`src/hdl/exStage_settings.svh`:
```
`ifndef EX_STAGE_SETTINGS_SVH
`define EX_STAGE_SETTINGS_SVH

// datapath word width
`define DATA_WIDTH 16

// one byte lane of the word
`define BYTE_WIDTH 8

// short immediate in the register view (rt slot)
`define IMM_WIDTH 4

`endif

```
`src/hdl/exPkg.sv`:
```
`include "exStage_settings.svh"

package exPkg;

	////////////////////////////////////////////////////////////////////////////
	// instruction encoding
	////////////////////////////////////////////////////////////////////////////

	// 4-bit opcode space, fully used
	typedef enum logic [3:0] {
		opAdd = 4'd0, opSub, opRed, opXor,
		opSll, opSra, opRor, opPaddsb,
		opLw, opSw, opLhb, opLlb,
		opB, opBr, opPcs, opHlt
	} opcodeT;

	// arithmetic, shift and memory forms: rd, rs, rt or imm4
	typedef struct packed {
		opcodeT opcode;
		logic [3:0] rd;
		logic [3:0] rs;
		logic [`IMM_WIDTH-1:0] rtImm;
	} regFmtT;

	// lhb/llb form: rd plus a full byte immediate
	typedef struct packed {
		opcodeT opcode;
		logic [3:0] rd;
		logic [`BYTE_WIDTH-1:0] imm8;
	} byteFmtT;

	// same 16 bits, two decodes of the low 12
	typedef union packed {
		regFmtT regFmt;
		byteFmtT byteFmt;
	} instrT;

	////////////////////////////////////////////////////////////////////////////
	// ALU control and data
	////////////////////////////////////////////////////////////////////////////

	// which unit drives the result
	typedef enum logic [1:0] {
		selCla = 2'd0,
		selXor = 2'd1,
		selShift = 2'd2
	} outSelT;

	// control word, same bit order as the legacy 7-bit ALUop
	typedef struct packed {
		outSelT outSel;
		logic sat;
		logic red;
		logic sub;
		logic [1:0] shiftOp;
	} aluOpT;

	typedef struct packed {
		logic [`DATA_WIDTH-1:0] aluA;
		logic [`DATA_WIDTH-1:0] aluB;
	} operandsT;

	typedef struct packed {
		logic z;
		logic v;
		logic n;
	} flagsT;

	// bit 1 mem-stage ALU out, bit 0 write-back data, 0 register file
	typedef logic [1:0] fwdSelT;

endpackage

```
`src/hdl/aluOperandFormat.sv`:
```
`timescale 1ns/100ps
`include "exStage_settings.svh"

module aluOperandFormat (
	input exPkg::instrT instr,
	input logic [`DATA_WIDTH-1:0] regData1,
	input logic [`DATA_WIDTH-1:0] regData2,
	input logic [`DATA_WIDTH-1:0] pcs,
	input logic [`DATA_WIDTH-1:0] aluOutMem,
	input logic [`DATA_WIDTH-1:0] writeData,
	input exPkg::fwdSelT forwardA,
	input exPkg::fwdSelT forwardB,
	output exPkg::operandsT operands,
	output exPkg::aluOpT aluOp,
	output logic [`DATA_WIDTH-1:0] regDataB
);
	import exPkg::*;

	localparam int DW = `DATA_WIDTH;
	localparam int BW = `BYTE_WIDTH;
	localparam int IW = `IMM_WIDTH;

	// opcode bits, msb first
	logic a, b, c, d;
	logic useImm, byteSelect, ldByte, memOp, pcsSelect;
	logic [IW-1:0] imm4;
	logic [BW-1:0] imm8;
	logic [DW-1:0] regDataA, alignedA, byteA, formattedA;
	logic [DW-1:0] byteB, immMem, immB, immOrRegB;

	assign {a, b, c, d} = instr.regFmt.opcode;
	assign imm4 = instr.regFmt.rtImm;
	assign imm8 = instr.byteFmt.imm8;

	//////////////////////////////////////////////////////////////////////////////
	// local decode
	//////////////////////////////////////////////////////////////////////////////

	// immediate for shifts, lw, sw, lhb, llb; register for arith and xor
	assign useImm = (a & ~b) | (b & ~c) | (~a & b & ~d);
	// llb when set, lhb when clear
	assign byteSelect = d;
	// lhb or llb
	assign ldByte = a & ~b & c;
	// lw or sw
	assign memOp = a & ~b & ~c;
	// pcs, b/br/hlt land here too but their result is don't-care
	assign pcsSelect = a & b;

	// control word for the units
	always_comb begin
		// shifter for sll/sra/ror, xor for xor only
		aluOp.outSel = outSelT'({~a & b & (~c | ~d), ~a & ~b & c & d});
		// paddsb, only meaningful on the cla path
		aluOp.sat = ~a & b;
		aluOp.red = ~a & ~b & c;
		aluOp.sub = ~a & ~b & d;
		// low opcode bits pick the shift kind
		aluOp.shiftOp = {c, d};
	end

	//////////////////////////////////////////////////////////////////////////////
	// operand A
	//////////////////////////////////////////////////////////////////////////////

	// mem-stage result wins over write-back
	assign regDataA = forwardA[1] ? aluOutMem :
		forwardA[0] ? writeData : regData1;
	// halfword addresses, drop the lsb
	assign alignedA = memOp ? {regDataA[DW-1:1], 1'b0} : regDataA;
	// keep the byte that the immediate does not replace
	assign byteA = byteSelect ? {regDataA[DW-1:BW], {BW{1'b0}}} :
		{{(DW - BW){1'b0}}, regDataA[BW-1:0]};
	assign formattedA = ldByte ? byteA : alignedA;

	//////////////////////////////////////////////////////////////////////////////
	// operand B
	//////////////////////////////////////////////////////////////////////////////

	// imm8 into the low byte for llb, high byte for lhb
	assign byteB = byteSelect ? {{(DW - BW){1'b0}}, imm8} : {imm8, {(DW - BW){1'b0}}};
	// sign extend, and scale by two for halfword offsets
	assign immMem = memOp ? {{(DW - IW - 1){imm4[IW-1]}}, imm4, 1'b0} :
		{{(DW - IW){imm4[IW-1]}}, imm4};
	assign immB = ldByte ? byteB : immMem;

	// also the store data seen by memory
	assign regDataB = forwardB[1] ? aluOutMem :
		forwardB[0] ? writeData : regData2;
	assign immOrRegB = useImm ? immB : regDataB;

	// pcs computes 0 + pcs through the adder
	assign operands = '{
		aluA: pcsSelect ? {DW{1'b0}} : formattedA,
		aluB: pcsSelect ? pcs : immOrRegB
	};

endmodule

```
`src/hdl/claArith.sv`:
```
`timescale 1ns/100ps
`include "exStage_settings.svh"

module claArith (
	input exPkg::operandsT operands,
	input exPkg::aluOpT aluOp,
	output logic [`DATA_WIDTH-1:0] claResult,
	output logic claOverflow
);
	import exPkg::*;

	localparam int DW = `DATA_WIDTH;
	localparam int BW = `BYTE_WIDTH;
	localparam int GROUPS = DW / 4;

	logic [DW-1:0] opA, opB, gen, prop, carry, sum;
	// top group terms are not needed, no carry out is used
	logic [GROUPS-2:0] groupGen, groupProp;
	logic wordOvf, loOvf;
	logic [DW-1:0] wordSat;
	logic [BW-1:0] hiLane, loLane;
	logic signed [BW+1:0] redSum;

	// byte sign extended to reduction width
	function automatic logic signed [BW+1:0] sextByte(input logic [BW-1:0] val);
		sextByte = {{2{val[BW-1]}}, val};
	endfunction

	assign opA = operands.aluA;
	// two's complement subtract, carry-in supplied below
	assign opB = aluOp.sub ? ~operands.aluB : operands.aluB;
	assign gen = opA & opB;
	assign prop = opA ^ opB;

	//////////////////////////////////////////////////////////////////////////////
	// 4-bit lookahead groups
	//////////////////////////////////////////////////////////////////////////////

	for (genvar gi = 0; gi < GROUPS; gi++) begin : gGroup
		localparam int base = 4 * gi;
		// internal carries from the group carry-in
		assign carry[base+1] = gen[base] | (prop[base] & carry[base]);
		assign carry[base+2] = gen[base+1] | (prop[base+1] & gen[base]) |
			(prop[base+1] & prop[base] & carry[base]);
		assign carry[base+3] = gen[base+2] | (prop[base+2] & gen[base+1]) |
			(prop[base+2] & prop[base+1] & gen[base]) |
			(prop[base+2] & prop[base+1] & prop[base] & carry[base]);
		if (gi < GROUPS - 1) begin : gTerms
			assign groupGen[gi] = gen[base+3] | (prop[base+3] & gen[base+2]) |
				(prop[base+3] & prop[base+2] & gen[base+1]) |
				(prop[base+3] & prop[base+2] & prop[base+1] & gen[base]);
			assign groupProp[gi] = &prop[base+3:base];
		end
	end

	// second level, carries into groups 1..3
	assign carry[0] = aluOp.sub;
	assign carry[4] = groupGen[0] | (groupProp[0] & carry[0]);
	// paddsb cuts the chain between the byte lanes
	assign carry[8] = ~aluOp.sat & (groupGen[1] | (groupProp[1] & groupGen[0]) |
		(groupProp[1] & groupProp[0] & carry[0]));
	assign carry[12] = groupGen[2] | (groupProp[2] & carry[8]);

	assign sum = prop ^ carry;

	//////////////////////////////////////////////////////////////////////////////
	// saturation and reduction
	//////////////////////////////////////////////////////////////////////////////

	// same-sign inputs, different-sign sum; also the high lane check for paddsb
	assign wordOvf = (opA[DW-1] == opB[DW-1]) & (sum[DW-1] != opA[DW-1]);
	assign loOvf = (opA[BW-1] == opB[BW-1]) & (sum[BW-1] != opA[BW-1]);

	// clamp towards the sign of the inputs
	assign wordSat = !wordOvf ? sum :
		opA[DW-1] ? {1'b1, {(DW - 1){1'b0}}} : {1'b0, {(DW - 1){1'b1}}};
	assign hiLane = !wordOvf ? sum[DW-1:BW] :
		opA[DW-1] ? {1'b1, {(BW - 1){1'b0}}} : {1'b0, {(BW - 1){1'b1}}};
	assign loLane = !loOvf ? sum[BW-1:0] :
		opA[BW-1] ? {1'b1, {(BW - 1){1'b0}}} : {1'b0, {(BW - 1){1'b1}}};

	// two-level tree over the four signed bytes, cannot overflow 10 bits
	assign redSum = (sextByte(opA[DW-1:BW]) + sextByte(opA[BW-1:0])) +
		(sextByte(opB[DW-1:BW]) + sextByte(opB[BW-1:0]));

	always_comb begin
		if (aluOp.red)
			claResult = {{(DW - BW - 2){redSum[BW+1]}}, redSum};
		else if (aluOp.sat)
			claResult = {hiLane, loLane};
		else
			claResult = wordSat;
	end

	// reported for full-word sums only
	assign claOverflow = wordOvf & ~aluOp.sat & ~aluOp.red;

endmodule

```
`src/hdl/shiftXor.sv`:
```
`timescale 1ns/100ps
`include "exStage_settings.svh"

module shiftXor (
	input exPkg::operandsT operands,
	input exPkg::aluOpT aluOp,
	output logic [`DATA_WIDTH-1:0] shiftResult,
	output logic [`DATA_WIDTH-1:0] xorResult
);
	import exPkg::*;

	localparam int DW = `DATA_WIDTH;
	localparam int STAGES = 4;

	// stage[0] is the input, stage[STAGES] the shifted word
	logic [STAGES:0][DW-1:0] stage;
	logic [STAGES-1:0] count;

	// one fixed-distance step: 00 sll, 01 sra, else ror
	function automatic logic [DW-1:0] shiftStep(
		input logic [DW-1:0] val,
		input logic [1:0] op,
		input int unsigned amt
	);
		logic [2*DW-1:0] doubled;
		doubled = {val, val} >> amt;
		case (op)
			2'b00: shiftStep = val << amt;
			2'b01: shiftStep = $signed(val) >>> amt;
			default: shiftStep = doubled[DW-1:0];
		endcase
	endfunction

	// count comes from the imm4 in B
	assign count = operands.aluB[STAGES-1:0];
	assign stage[0] = operands.aluA;

	// log shifter, steps of 1, 2, 4, 8
	for (genvar si = 0; si < STAGES; si++) begin : gStage
		assign stage[si+1] = count[si] ?
			shiftStep(stage[si], aluOp.shiftOp, 1 << si) : stage[si];
	end

	assign shiftResult = stage[STAGES];
	assign xorResult = operands.aluA ^ operands.aluB;

endmodule

```
`src/hdl/resultSelect.sv`:
```
`timescale 1ns/100ps
`include "exStage_settings.svh"

module resultSelect (
	input logic clk,
	input logic rstN,
	input logic issueValid,
	input exPkg::opcodeT opcode,
	input exPkg::aluOpT aluOp,
	input logic [`DATA_WIDTH-1:0] claResult,
	input logic claOverflow,
	input logic [`DATA_WIDTH-1:0] shiftResult,
	input logic [`DATA_WIDTH-1:0] xorResult,
	output logic resultValid,
	output logic [`DATA_WIDTH-1:0] result,
	output exPkg::flagsT flags
);
	import exPkg::*;

	localparam int DW = `DATA_WIDTH;

	logic [DW-1:0] unitResult;
	flagsT nextFlags;

	always_comb begin
		case (aluOp.outSel)
			selXor: unitResult = xorResult;
			selShift: unitResult = shiftResult;
			default: unitResult = claResult;
		endcase
	end

	// flag rules per opcode, everything else holds
	always_comb begin
		nextFlags = flags;
		case (opcode)
			opAdd, opSub: begin
				nextFlags.z = (unitResult == '0);
				nextFlags.v = claOverflow;
				nextFlags.n = unitResult[DW-1];
			end
			// logic and shifts only touch z
			opXor, opSll, opSra, opRor: nextFlags.z = (unitResult == '0);
			default: ;
		endcase
	end

	// one result per strobe, valid the cycle after
	always_ff @(posedge clk or negedge rstN) begin
		if (!rstN) begin
			resultValid <= 1'b0;
			result <= '0;
			flags <= '0;
		end else begin
			resultValid <= issueValid;
			if (issueValid) begin
				result <= unitResult;
				flags <= nextFlags;
			end
		end
	end

endmodule

```
`src/hdl/exStage.sv`:
```
`timescale 1ns/100ps
`include "exStage_settings.svh"

module exStage (
	input logic clk,
	input logic rstN,
	input logic issueValid,
	input exPkg::instrT instr,
	input logic [`DATA_WIDTH-1:0] regData1,
	input logic [`DATA_WIDTH-1:0] regData2,
	input logic [`DATA_WIDTH-1:0] pcs,
	input logic [`DATA_WIDTH-1:0] aluOutMem,
	input logic [`DATA_WIDTH-1:0] writeData,
	input exPkg::fwdSelT forwardA,
	input exPkg::fwdSelT forwardB,
	output logic resultValid,
	output logic [`DATA_WIDTH-1:0] result,
	output exPkg::flagsT flags,
	output logic [`DATA_WIDTH-1:0] regDataB
);
	import exPkg::*;

	localparam int DW = `DATA_WIDTH;

	operandsT operands;
	aluOpT aluOp;
	logic [DW-1:0] claResult, shiftResult, xorResult;
	logic claOverflow;

	////////////////////////////////////////////////////////////////////////////
	// combinational operand path, then both units in parallel
	////////////////////////////////////////////////////////////////////////////

	aluOperandFormat uFormat (
		.instr(instr),
		.regData1(regData1),
		.regData2(regData2),
		.pcs(pcs),
		.aluOutMem(aluOutMem),
		.writeData(writeData),
		.forwardA(forwardA),
		.forwardB(forwardB),
		.operands(operands),
		.aluOp(aluOp),
		.regDataB(regDataB)
	);

	claArith uCla (
		.operands(operands),
		.aluOp(aluOp),
		.claResult(claResult),
		.claOverflow(claOverflow)
	);

	shiftXor uShift (
		.operands(operands),
		.aluOp(aluOp),
		.shiftResult(shiftResult),
		.xorResult(xorResult)
	);

	// only registered stage of the block
	resultSelect uResult (
		.clk(clk),
		.rstN(rstN),
		.issueValid(issueValid),
		.opcode(instr.regFmt.opcode),
		.aluOp(aluOp),
		.claResult(claResult),
		.claOverflow(claOverflow),
		.shiftResult(shiftResult),
		.xorResult(xorResult),
		.resultValid(resultValid),
		.result(result),
		.flags(flags)
	);

endmodule

```
`config.mk`:
```
export PLATFORM = sky130hd
export DESIGN_NAME = exStage
export DESIGN_NICKNAME = d
export VERILOG_FILES = /design/src/hdl/exPkg.sv /design/src/hdl/aluOperandFormat.sv /design/src/hdl/claArith.sv /design/src/hdl/shiftXor.sv /design/src/hdl/resultSelect.sv /design/src/hdl/exStage.sv
export VERILOG_INCLUDE_DIRS = /design/src /design/src/hdl
export SDC_FILE = /design/constraint.sdc
export NUM_CORES = 1
export LEC_CHECK = 0
export BUFFER_PORTS_ARGS = -buffer_cell sky130_fd_sc_hd__buf_2
export CAP_MARGIN = 10
export CORE_ASPECT_RATIO = 1.1
export CORE_UTILIZATION = 25
export CTS_CLUSTER_DIAMETER = 40
export DETAILED_ROUTE_END_ITERATION = 10
export RECOVER_POWER = 50
export SLEW_MARGIN = 20
export SYNTH_ARGS = -nofsm -noshare
export SYNTH_HDL_FRONTEND = slang
export SYNTH_SLANG_ARGS = --single-unit
```
`constraint.sdc`:
```
create_clock -name clk -period 1.6 [get_ports clk]
set_input_delay 0.16 -clock clk [delete_from_list [all_inputs] [get_ports clk]]
set_output_delay 0.16 -clock clk [all_outputs]
set_load 0.1 [all_outputs]
```
Word-level counts from Yosys, hierarchy flattened
Index checks and enable logic that the tools add are counted.
{"block": "classes", "n_lt_le_gt_ge": 0, "n_shift": 0, "n_reduce_logical": 10, "div": 0, "n_eq_ne": 12, "bitwise_logic": 124, "n_mul": 0, "addsub": 3, "muxes": 31}
{"operator": "16-bit 2-to-1 mux", "count": 20}
{"operator": "16-bit one-hot mux with 2 select lines", "count": 5}
{"operator": "1-bit AND", "count": 73}
{"operator": "16-bit bitwise XOR", "count": 3}
{"operator": "1-bit bitwise OR", "count": 40}
{"operator": "8-bit 2-to-1 mux", "count": 4}
{"operator": "8-bit by 8-bit adder with 9-bit output", "count": 2}
{"operator": "16-bit logical NOT", "count": 1}
{"operator": "16-bit inverter", "count": 1}
{"operator": "15-bit AND", "count": 1}
{"operator": "4-bit by 3-bit == test with 1-bit output (second input constant)", "count": 3}
{"operator": "4-bit AND reduction", "count": 3}
{"operator": "10-bit adder", "count": 1}
{"operator": "1-bit inverter", "count": 6}
{"operator": "6-bit OR reduction", "count": 1}
{"operator": "2-bit by 1-bit == test with 1-bit output (second input constant)", "count": 2}
{"operator": "4-bit by 1-bit == test with 1-bit output (second input constant)", "count": 1}
{"operator": "4-bit by 2-bit == test with 1-bit output (second input constant)", "count": 1}
{"operator": "4-bit logical NOT", "count": 1}
{"operator": "4-bit 2-to-1 mux", "count": 1}
{"operator": "2-bit AND reduction", "count": 2}
{"operator": "1-bit == test", "count": 2}
{"operator": "2-bit == test (second input constant)", "count": 1}
{"operator": "2-bit logical NOT", "count": 1}
{"operator": "3 further kinds", "count": 4}
{"block": "word_totals", "mem_count": 0, "ramBits": 0, "reg_bits": 20, "latchBits": 0, "rom_bits": 0, "inputBits": 103, "output_inout_bits": 36}

Depth between registers and ports, before layout
{"block": "logic_depth", "ltp_word": 30, "depth_mapped": 26, "depth_no_buf": 23}

Modules after synthesis
A second synthesis with hierarchy kept.
{"block": "unflattened", "hier_cells": 939, "area_unflattened_um2": 7209.4}
{"module": "shiftXor", "seq_area_each_um2": 0.0, "cells_each": 316, "area_per_inst_um2": 2153.3, "n_inst": 1}
{"module": "claArith", "seq_area_each_um2": 0.0, "cells_each": 263, "area_per_inst_um2": 2072.0, "n_inst": 1}
{"module": "aluOperandFormat", "seq_area_each_um2": 0.0, "cells_each": 249, "area_per_inst_um2": 1784.2, "n_inst": 1}
{"module": "resultSelect", "seq_area_each_um2": 500.5, "cells_each": 111, "area_per_inst_um2": 1199.9, "n_inst": 1}

Worst setup path after synthesis
Ideal clock, no wire load.
{"block": "synth_path", "path_kind": "input-to-reg", "startpoint": "input port forwardB[0]", "endpoint": "register, netlist name uResult.flags[2]", "setup_slack_ps": -5311, "setup_time_ps": 127, "arrival_time_ps": 6784, "path_stages": 25, "path_cell_list": "buf_2 > buf_1 > mux2i_1 > o21ai_0 > a2bb2oi_1 > mux2_2 > xor2_1 > ha_1 > inv_1 > fa_1 > inv_1 > a21oi_1 > o21ai_0 > a21oi_1 > o21bai_1 > a211oi_1 > mux2_2 > ha_1 > nand2b_1 > o21ai_0 > a31o_2 > nor2_1 > a311oi_1 > nand4bb_1 > o31ai_2"}
{"block": "synth_via", "word_cells_on_any_way": 129, "classes_between": "2 x add/sub; 4 x eq/ne; 18 x mux; 101 x bitwise; 4 x reduce/logical"}
{"element": "start, declared", "line_no": "exStage.sv:15", "rtl": "input exPkg::fwdSelT forwardB,"}
{"element": "16-bit 2-to-1 mux (*)", "line_no": "aluOperandFormat.sv:89", "rtl": "forwardB[0] ? writeData : regData2;"}
{"element": "16-bit 2-to-1 mux (*)", "line_no": "aluOperandFormat.sv:88", "rtl": "assign regDataB = forwardB[1] ? aluOutMem :"}
{"element": "named net regDataB[8]", "line_no": "exStage.sv:19", "rtl": "output logic [`DATA_WIDTH-1:0] regDataB"}
{"element": "16-bit 2-to-1 mux (*)", "line_no": "aluOperandFormat.sv:90", "rtl": "assign immOrRegB = useImm ? immB : regDataB;"}
{"element": "16-bit 2-to-1 mux (*)", "line_no": "aluOperandFormat.sv:95", "rtl": "aluB: pcsSelect ? pcs : immOrRegB"}
{"element": "parallel branches: the longest is 14 deep, another holds 10-bit adder"}
{"element": "16-bit one-hot mux with 2 select lines (*)", "line_no": "resultSelect.sv:26", "rtl": "case (aluOp.outSel)"}
{"element": "16-bit logical NOT (*)", "line_no": "resultSelect.sv:38, resultSelect.sv:43"}
Mark *: on every way through the listed nets, which the timed path passes.
A chain may end at the register's enable or synchronous reset.

Final worst setup path
{"block": "layout_path", "startpoint": "input port instr[12] (netlist bit)", "endpoint": "register, netlist name uResult.flags[2]"}
{"block": "layout_via", "elab_chain_len": 28, "word_cells_on_any_way": 156, "classes_between": "3 x add/sub; 12 x eq/ne; 25 x mux; 108 x bitwise; 8 x reduce/logical"}
{"element": "start, declared", "line_no": "exStage.sv:8", "rtl": "input exPkg::instrT instr,"}
{"element": "1-bit inverter", "line_no": "aluOperandFormat.sv:40, aluOperandFormat.sv:53"}
{"element": "1-bit AND", "line_no": "aluOperandFormat.sv:40", "rtl": "assign useImm = (a & ~b) | (b & ~c) | (~a & b & ~d);"}
{"element": "1-bit bitwise OR", "line_no": "aluOperandFormat.sv:40"}
{"element": "16-bit 2-to-1 mux", "line_no": "aluOperandFormat.sv:90"}
{"element": "16-bit 2-to-1 mux", "line_no": "aluOperandFormat.sv:95"}
{"element": "16-bit inverter", "line_no": "claArith.sv:31", "rtl": "assign opB = aluOp.sub ? ~operands.aluB : operands.aluB;"}
{"element": "16-bit 2-to-1 mux", "line_no": "claArith.sv:31"}
{"element": "16-bit bitwise XOR / 15-bit AND (equally long branches)", "line_no": "claArith.sv:33, claArith.sv:32"}
{"element": "(+12 left out)"}
{"element": "16-bit bitwise XOR", "line_no": "claArith.sv:64", "rtl": "assign sum = prop ^ carry;"}
{"element": "1-bit inequality test", "line_no": "claArith.sv:71", "rtl": "assign wordOvf = (opA[DW-1] == opB[DW-1]) & (sum[DW-1] != opA[DW-1]);"}
{"element": "1-bit AND", "line_no": "claArith.sv:71"}
{"element": "16-bit 2-to-1 mux / 8-bit 2-to-1 mux (equally long branches)", "line_no": "claArith.sv:75, claArith.sv:77"}
{"element": "16-bit 2-to-1 mux", "line_no": "claArith.sv:89", "rtl": "else if (aluOp.sat)"}
{"element": "16-bit 2-to-1 mux", "line_no": "claArith.sv:87", "rtl": "if (aluOp.red)"}
{"element": "16-bit one-hot mux with 2 select lines", "line_no": "resultSelect.sv:26"}
{"element": "16-bit logical NOT", "line_no": "resultSelect.sv:38, resultSelect.sv:43"}
Several ways; a longest one is shown, not always the timed one.

==> out/qor.csv <==
stage,metric,value,unit
outcome,status,"finished, violations left",
outcome,violations,setup timing,
run,maxCapViolations,0,
placement,dpl-instance-area,11020,sq um
layout,diodes,0,
worst_setup_path,path_common_cell,a21oi_2,
global_routing,track_usage,0.2530,
yosys,ys_seq_area_frac,0.07432,
layout,nets,1579,
power_and_ir_drop,ir_worst_vdd,0.001422,V
worst_setup_path,cpLargestDelayFamily,compound AO/OA/AOI/OAI gates,
timing,setup_viol,19,
worst_hold_path,min_path_cells,1,
yosys,avgSynthCellArea,7.171,sq um
yosys,synth_area,6734,sq um
yosys,synth_cell_types,79,
global_routing,grt_pass1_vias,9432,
floorplan,initial_core_util,0.2561,
timing,rsz0062_at_grt,true,
layout,design_area,11940,sq um
timing,hold_viol_final,0,
worst_setup_path,crit_required,1750,ps
clock_network,path_clk_slew,50,ps
yosys,ys_ff_latch,20,
floorplan,core-area,26300,sq um
layout,layout-drive-gt1-share,0.5151,
placement,gp_congestion,1.022,
floorplan,rows,62,
worst_hold_path,worstHoldPathType,flop to flop,
timing,final_max_slew_viol_count,0,
route,drcViolationCount,0,
timing,worstMarginPinSlew,1146,ps
worst_setup_path,max_stage_delay,410,ps
timing,layout_setup_ws,-2611,ps
worst_setup_path,crit_path_top_delay_cell,fa_2,
worst_setup_path,crit_fanout,7,
clock_network,cts_tree,built,
route,wl_per_cell,19.86,um
route,routed-via-count,9418,
route,ant_nets,0,
floorplan,ios,139,
global_routing,antenna_found_initial,0,
yosys,synth-async-reset-ratio,1.000,
worst_setup_path,r2r_cells,1,
worst_hold_path,min-delay-start,uResult.result[5]$_DFFE_PN0P_,
floorplan,dieArea,27600,sq um
clock_network,clock_latency,250,ps
layout,areaGrowthSynthToFinish,77.33,%
power_and_ir_drop,finalPower,12.30,mW
clock_network,cts_root_buf,clkbuf_16,
timing,holdWs,511.5,ps
layout,finish.utilization,0.4541,
worst_setup_path,worstReg2RegEnd,uResult.result[13]$_DFFE_PN0P_,
power_and_ir_drop,power.density,1030,nW/um^2
worst_setup_path,cp_cell_sequence,buf_8 > buf_6 > a21bo_4 > a32o_2 > a221oi_4 > xnor2_2 > ha_4 > inv_2 > fa_2 > inv_2 > a21oi_2 > o21ai_2 > a21oi_2 > o21bai_1 > buf_4 > xor2_1 > ha_1 > a21o_1 > a21oi_2 > xnor2_2 > a221oi_2 > a21o_1 > nand4_1 > o31ai_2,
worst_setup_path,r2r_slack,830,ps
clock_network,clockBufferDepth,2,
placement,place_hpwl,29.55,mm
route,first_pass_iters,5,
timing,fin_skew,0,ps
floorplan,die_w,158.5,um
timing,min_period,4211,ps
yosys,ys.flop_type,dfrtp_1,
power_and_ir_drop,power.leakage,5.691,nW
worst_setup_path,crit_path_end_kind,flop,
clock_network,clock_sinks,20,
route,wirelength,35.33,mm
timing,fmax,237.5,MHz
worst_setup_path,r2r_start,uResult.result[13]$_DFFE_PN0P_,
route,drt_iter0_drc,682,
clock_network,htree_levels,1,
global_routing,grt_first_pass_wirelength,53.23,mm
timing,max-slew-margin-rel,0.2360,
yosys,yosysWarnings,0,
worst_setup_path,cp.buffers_inverters,5,
route,routed_via_density,5.294,
timing,period_share,2.632,
global_routing,grt_overflow,0,
floorplan,fp.dieH,174.1,um
clock_network,cts_buffers,3,
global_routing,grt_max_degree,24,
placement,io_buffers,134,
yosys,synth_fp_nets,1090,
worst_setup_path,crit_type,primary input to flop,
worst_setup_path,cp-start-kind,primary input,
worst_setup_path,crit_arrival,4360,ps
yosys,synthCells,939,
worst_hold_path,min_to,uResult.result[5]$_DFFE_PN0P_,
yosys,synth_edf_count,0,
==> kinds of logic after synthesis <==
kind of cell	count (synthesis)	share of synthesized area
xor gates and xnor gates	60	0.07804
adders and majority gates	49	0.09736
DFF	20	0.07432
and+or+nand+nor	262	0.1795
muxes	94	0.1538
buffers and inverters	117	0.07414
AOI/OAI and AO/OA	337	0.3428
==> layout by cell type (no fill, tap or decap), types with 19 or more instances in the layout <==
cell / count
buf_4: 399
buf_2: 106
a21oi_1: 45
ha_1: 38
o211ai_1: 24
nand2_1: 95
xnor2_1: 27
nor2_1: 59
o21ai_0: 43
mux2i_1: 43
xor2_1: 19
dfrtp_1: 20
nand3_1: 19
inv_1: 42
mux2_2: 36
buf_12: 27
==> what timing repair did <==
action / 4_1_cts / 5_1_grt
setup endpoints to repair: 20 / 19
hold buffers: 1 / 0
pin swaps: 42 / 39
hold endpoints to repair: 20 / 0
resized for setup: 87 / 47
gates cloned: 0 / 1
setup buffers: 28 / 15
==> state kept, by name (all words and copies together), names as in the netlist <==
signal and count:
uResult.result 16, uResult.flags 3, uResult.resultValid 1
==> power breakdown <==
group          switching (mW)  internal (mW)
logic                    6.11           4.82
clock network           0.163          0.380
registers               0.114          0.706
total                    6.39           5.91
==> synthesized netlist by cell type (6+ instances only) <==
cell type	n	area, sq um
clkbuf_1	39	146.4
mux2i_1	48	480.5
buf_2	18	90.09
a21o_1	16	120.1
mux2_2	42	473.0
o221ai_1	11	96.34
nand2b_1	16	100.1
or2_2	8	50.05
a221oi_1	10	87.58
xor2_1	25	219.0
a21oi_1	62	310.3
inv_1	46	172.7
o21ai_0	75	375.4
nor2b_1	8	50.05
nor2_1	67	251.5
ha_1	42	525.5
o21a_1	7	52.55
nand3_1	22	110.1
a211oi_1	12	90.09
dfrtp_1	20	500.5
o22ai_1	19	118.9
buf_1	7	26.28
o211a_1	6	60.06
or3_1	7	43.79
a22oi_1	11	82.58
nand2_1	98	367.9
nor3_1	15	75.07
fa_1	6	120.1
o211ai_1	24	180.2
a31oi_1	8	50.05
o31ai_1	6	45.04
xnor2_1	35	306.5
==> area by class of cell <==
class                      instances  area (sq um)
timing repair buffer             554          4272
inverter                          47         176.4
fill                            2585         14360
sequential                        20         500.5
tap                              352         440.4
clock buffer                       4         88.84
multi-input combinational        802          6464
==> per-layer routing <==
metal,share of wire,global-route usage,vias to the layer above
li1,-,-,4487
met3,0.056,0.03166,104
met2,0.46,0.4143,419
met1,0.42,0.3166,4408
met4,0.066,0.1426,0
met5,0,0,-
==> worst max-delay path by stage <==
stage | start | end | depth (start not counted)
4_1_cts | instr[12] | uResult.flags[2]$_DFFE_PN0P_ | 24
3_5_place_dp | instr[13] | uResult.flags[2]$_DFFE_PN0P_ | 22
3_3_place_gp | instr[15] | uResult.flags[2]$_DFFE_PN0P_ | 23
5_1_grt | instr[12] | uResult.flags[2]$_DFFE_PN0P_ | 24
6_report | instr[12] | uResult.flags[2]$_DFFE_PN0P_ | 24
2_1_floorplan | forwardB[1] | uResult.flags[2]$_DFFE_PN0P_ | 23
==> per-stage QoR <==
| step | setup slack (ps) | instances | TNS [ps] |
|---|---|---|---|
| after global placement | -2943 | 1739 | -52060 |
| after global routing | -2829 | 1779 | -47390 |
| after CTS | -2512 | 1768 | -42760 |
| after floorplan | -3042 | 939 | -52530 |
| after detailed placement | -3045 | 1739 | -53140 |
| final | -2611 | 1779 | -44990 |
No activity file was read; power rests on OpenSTA's default activity.
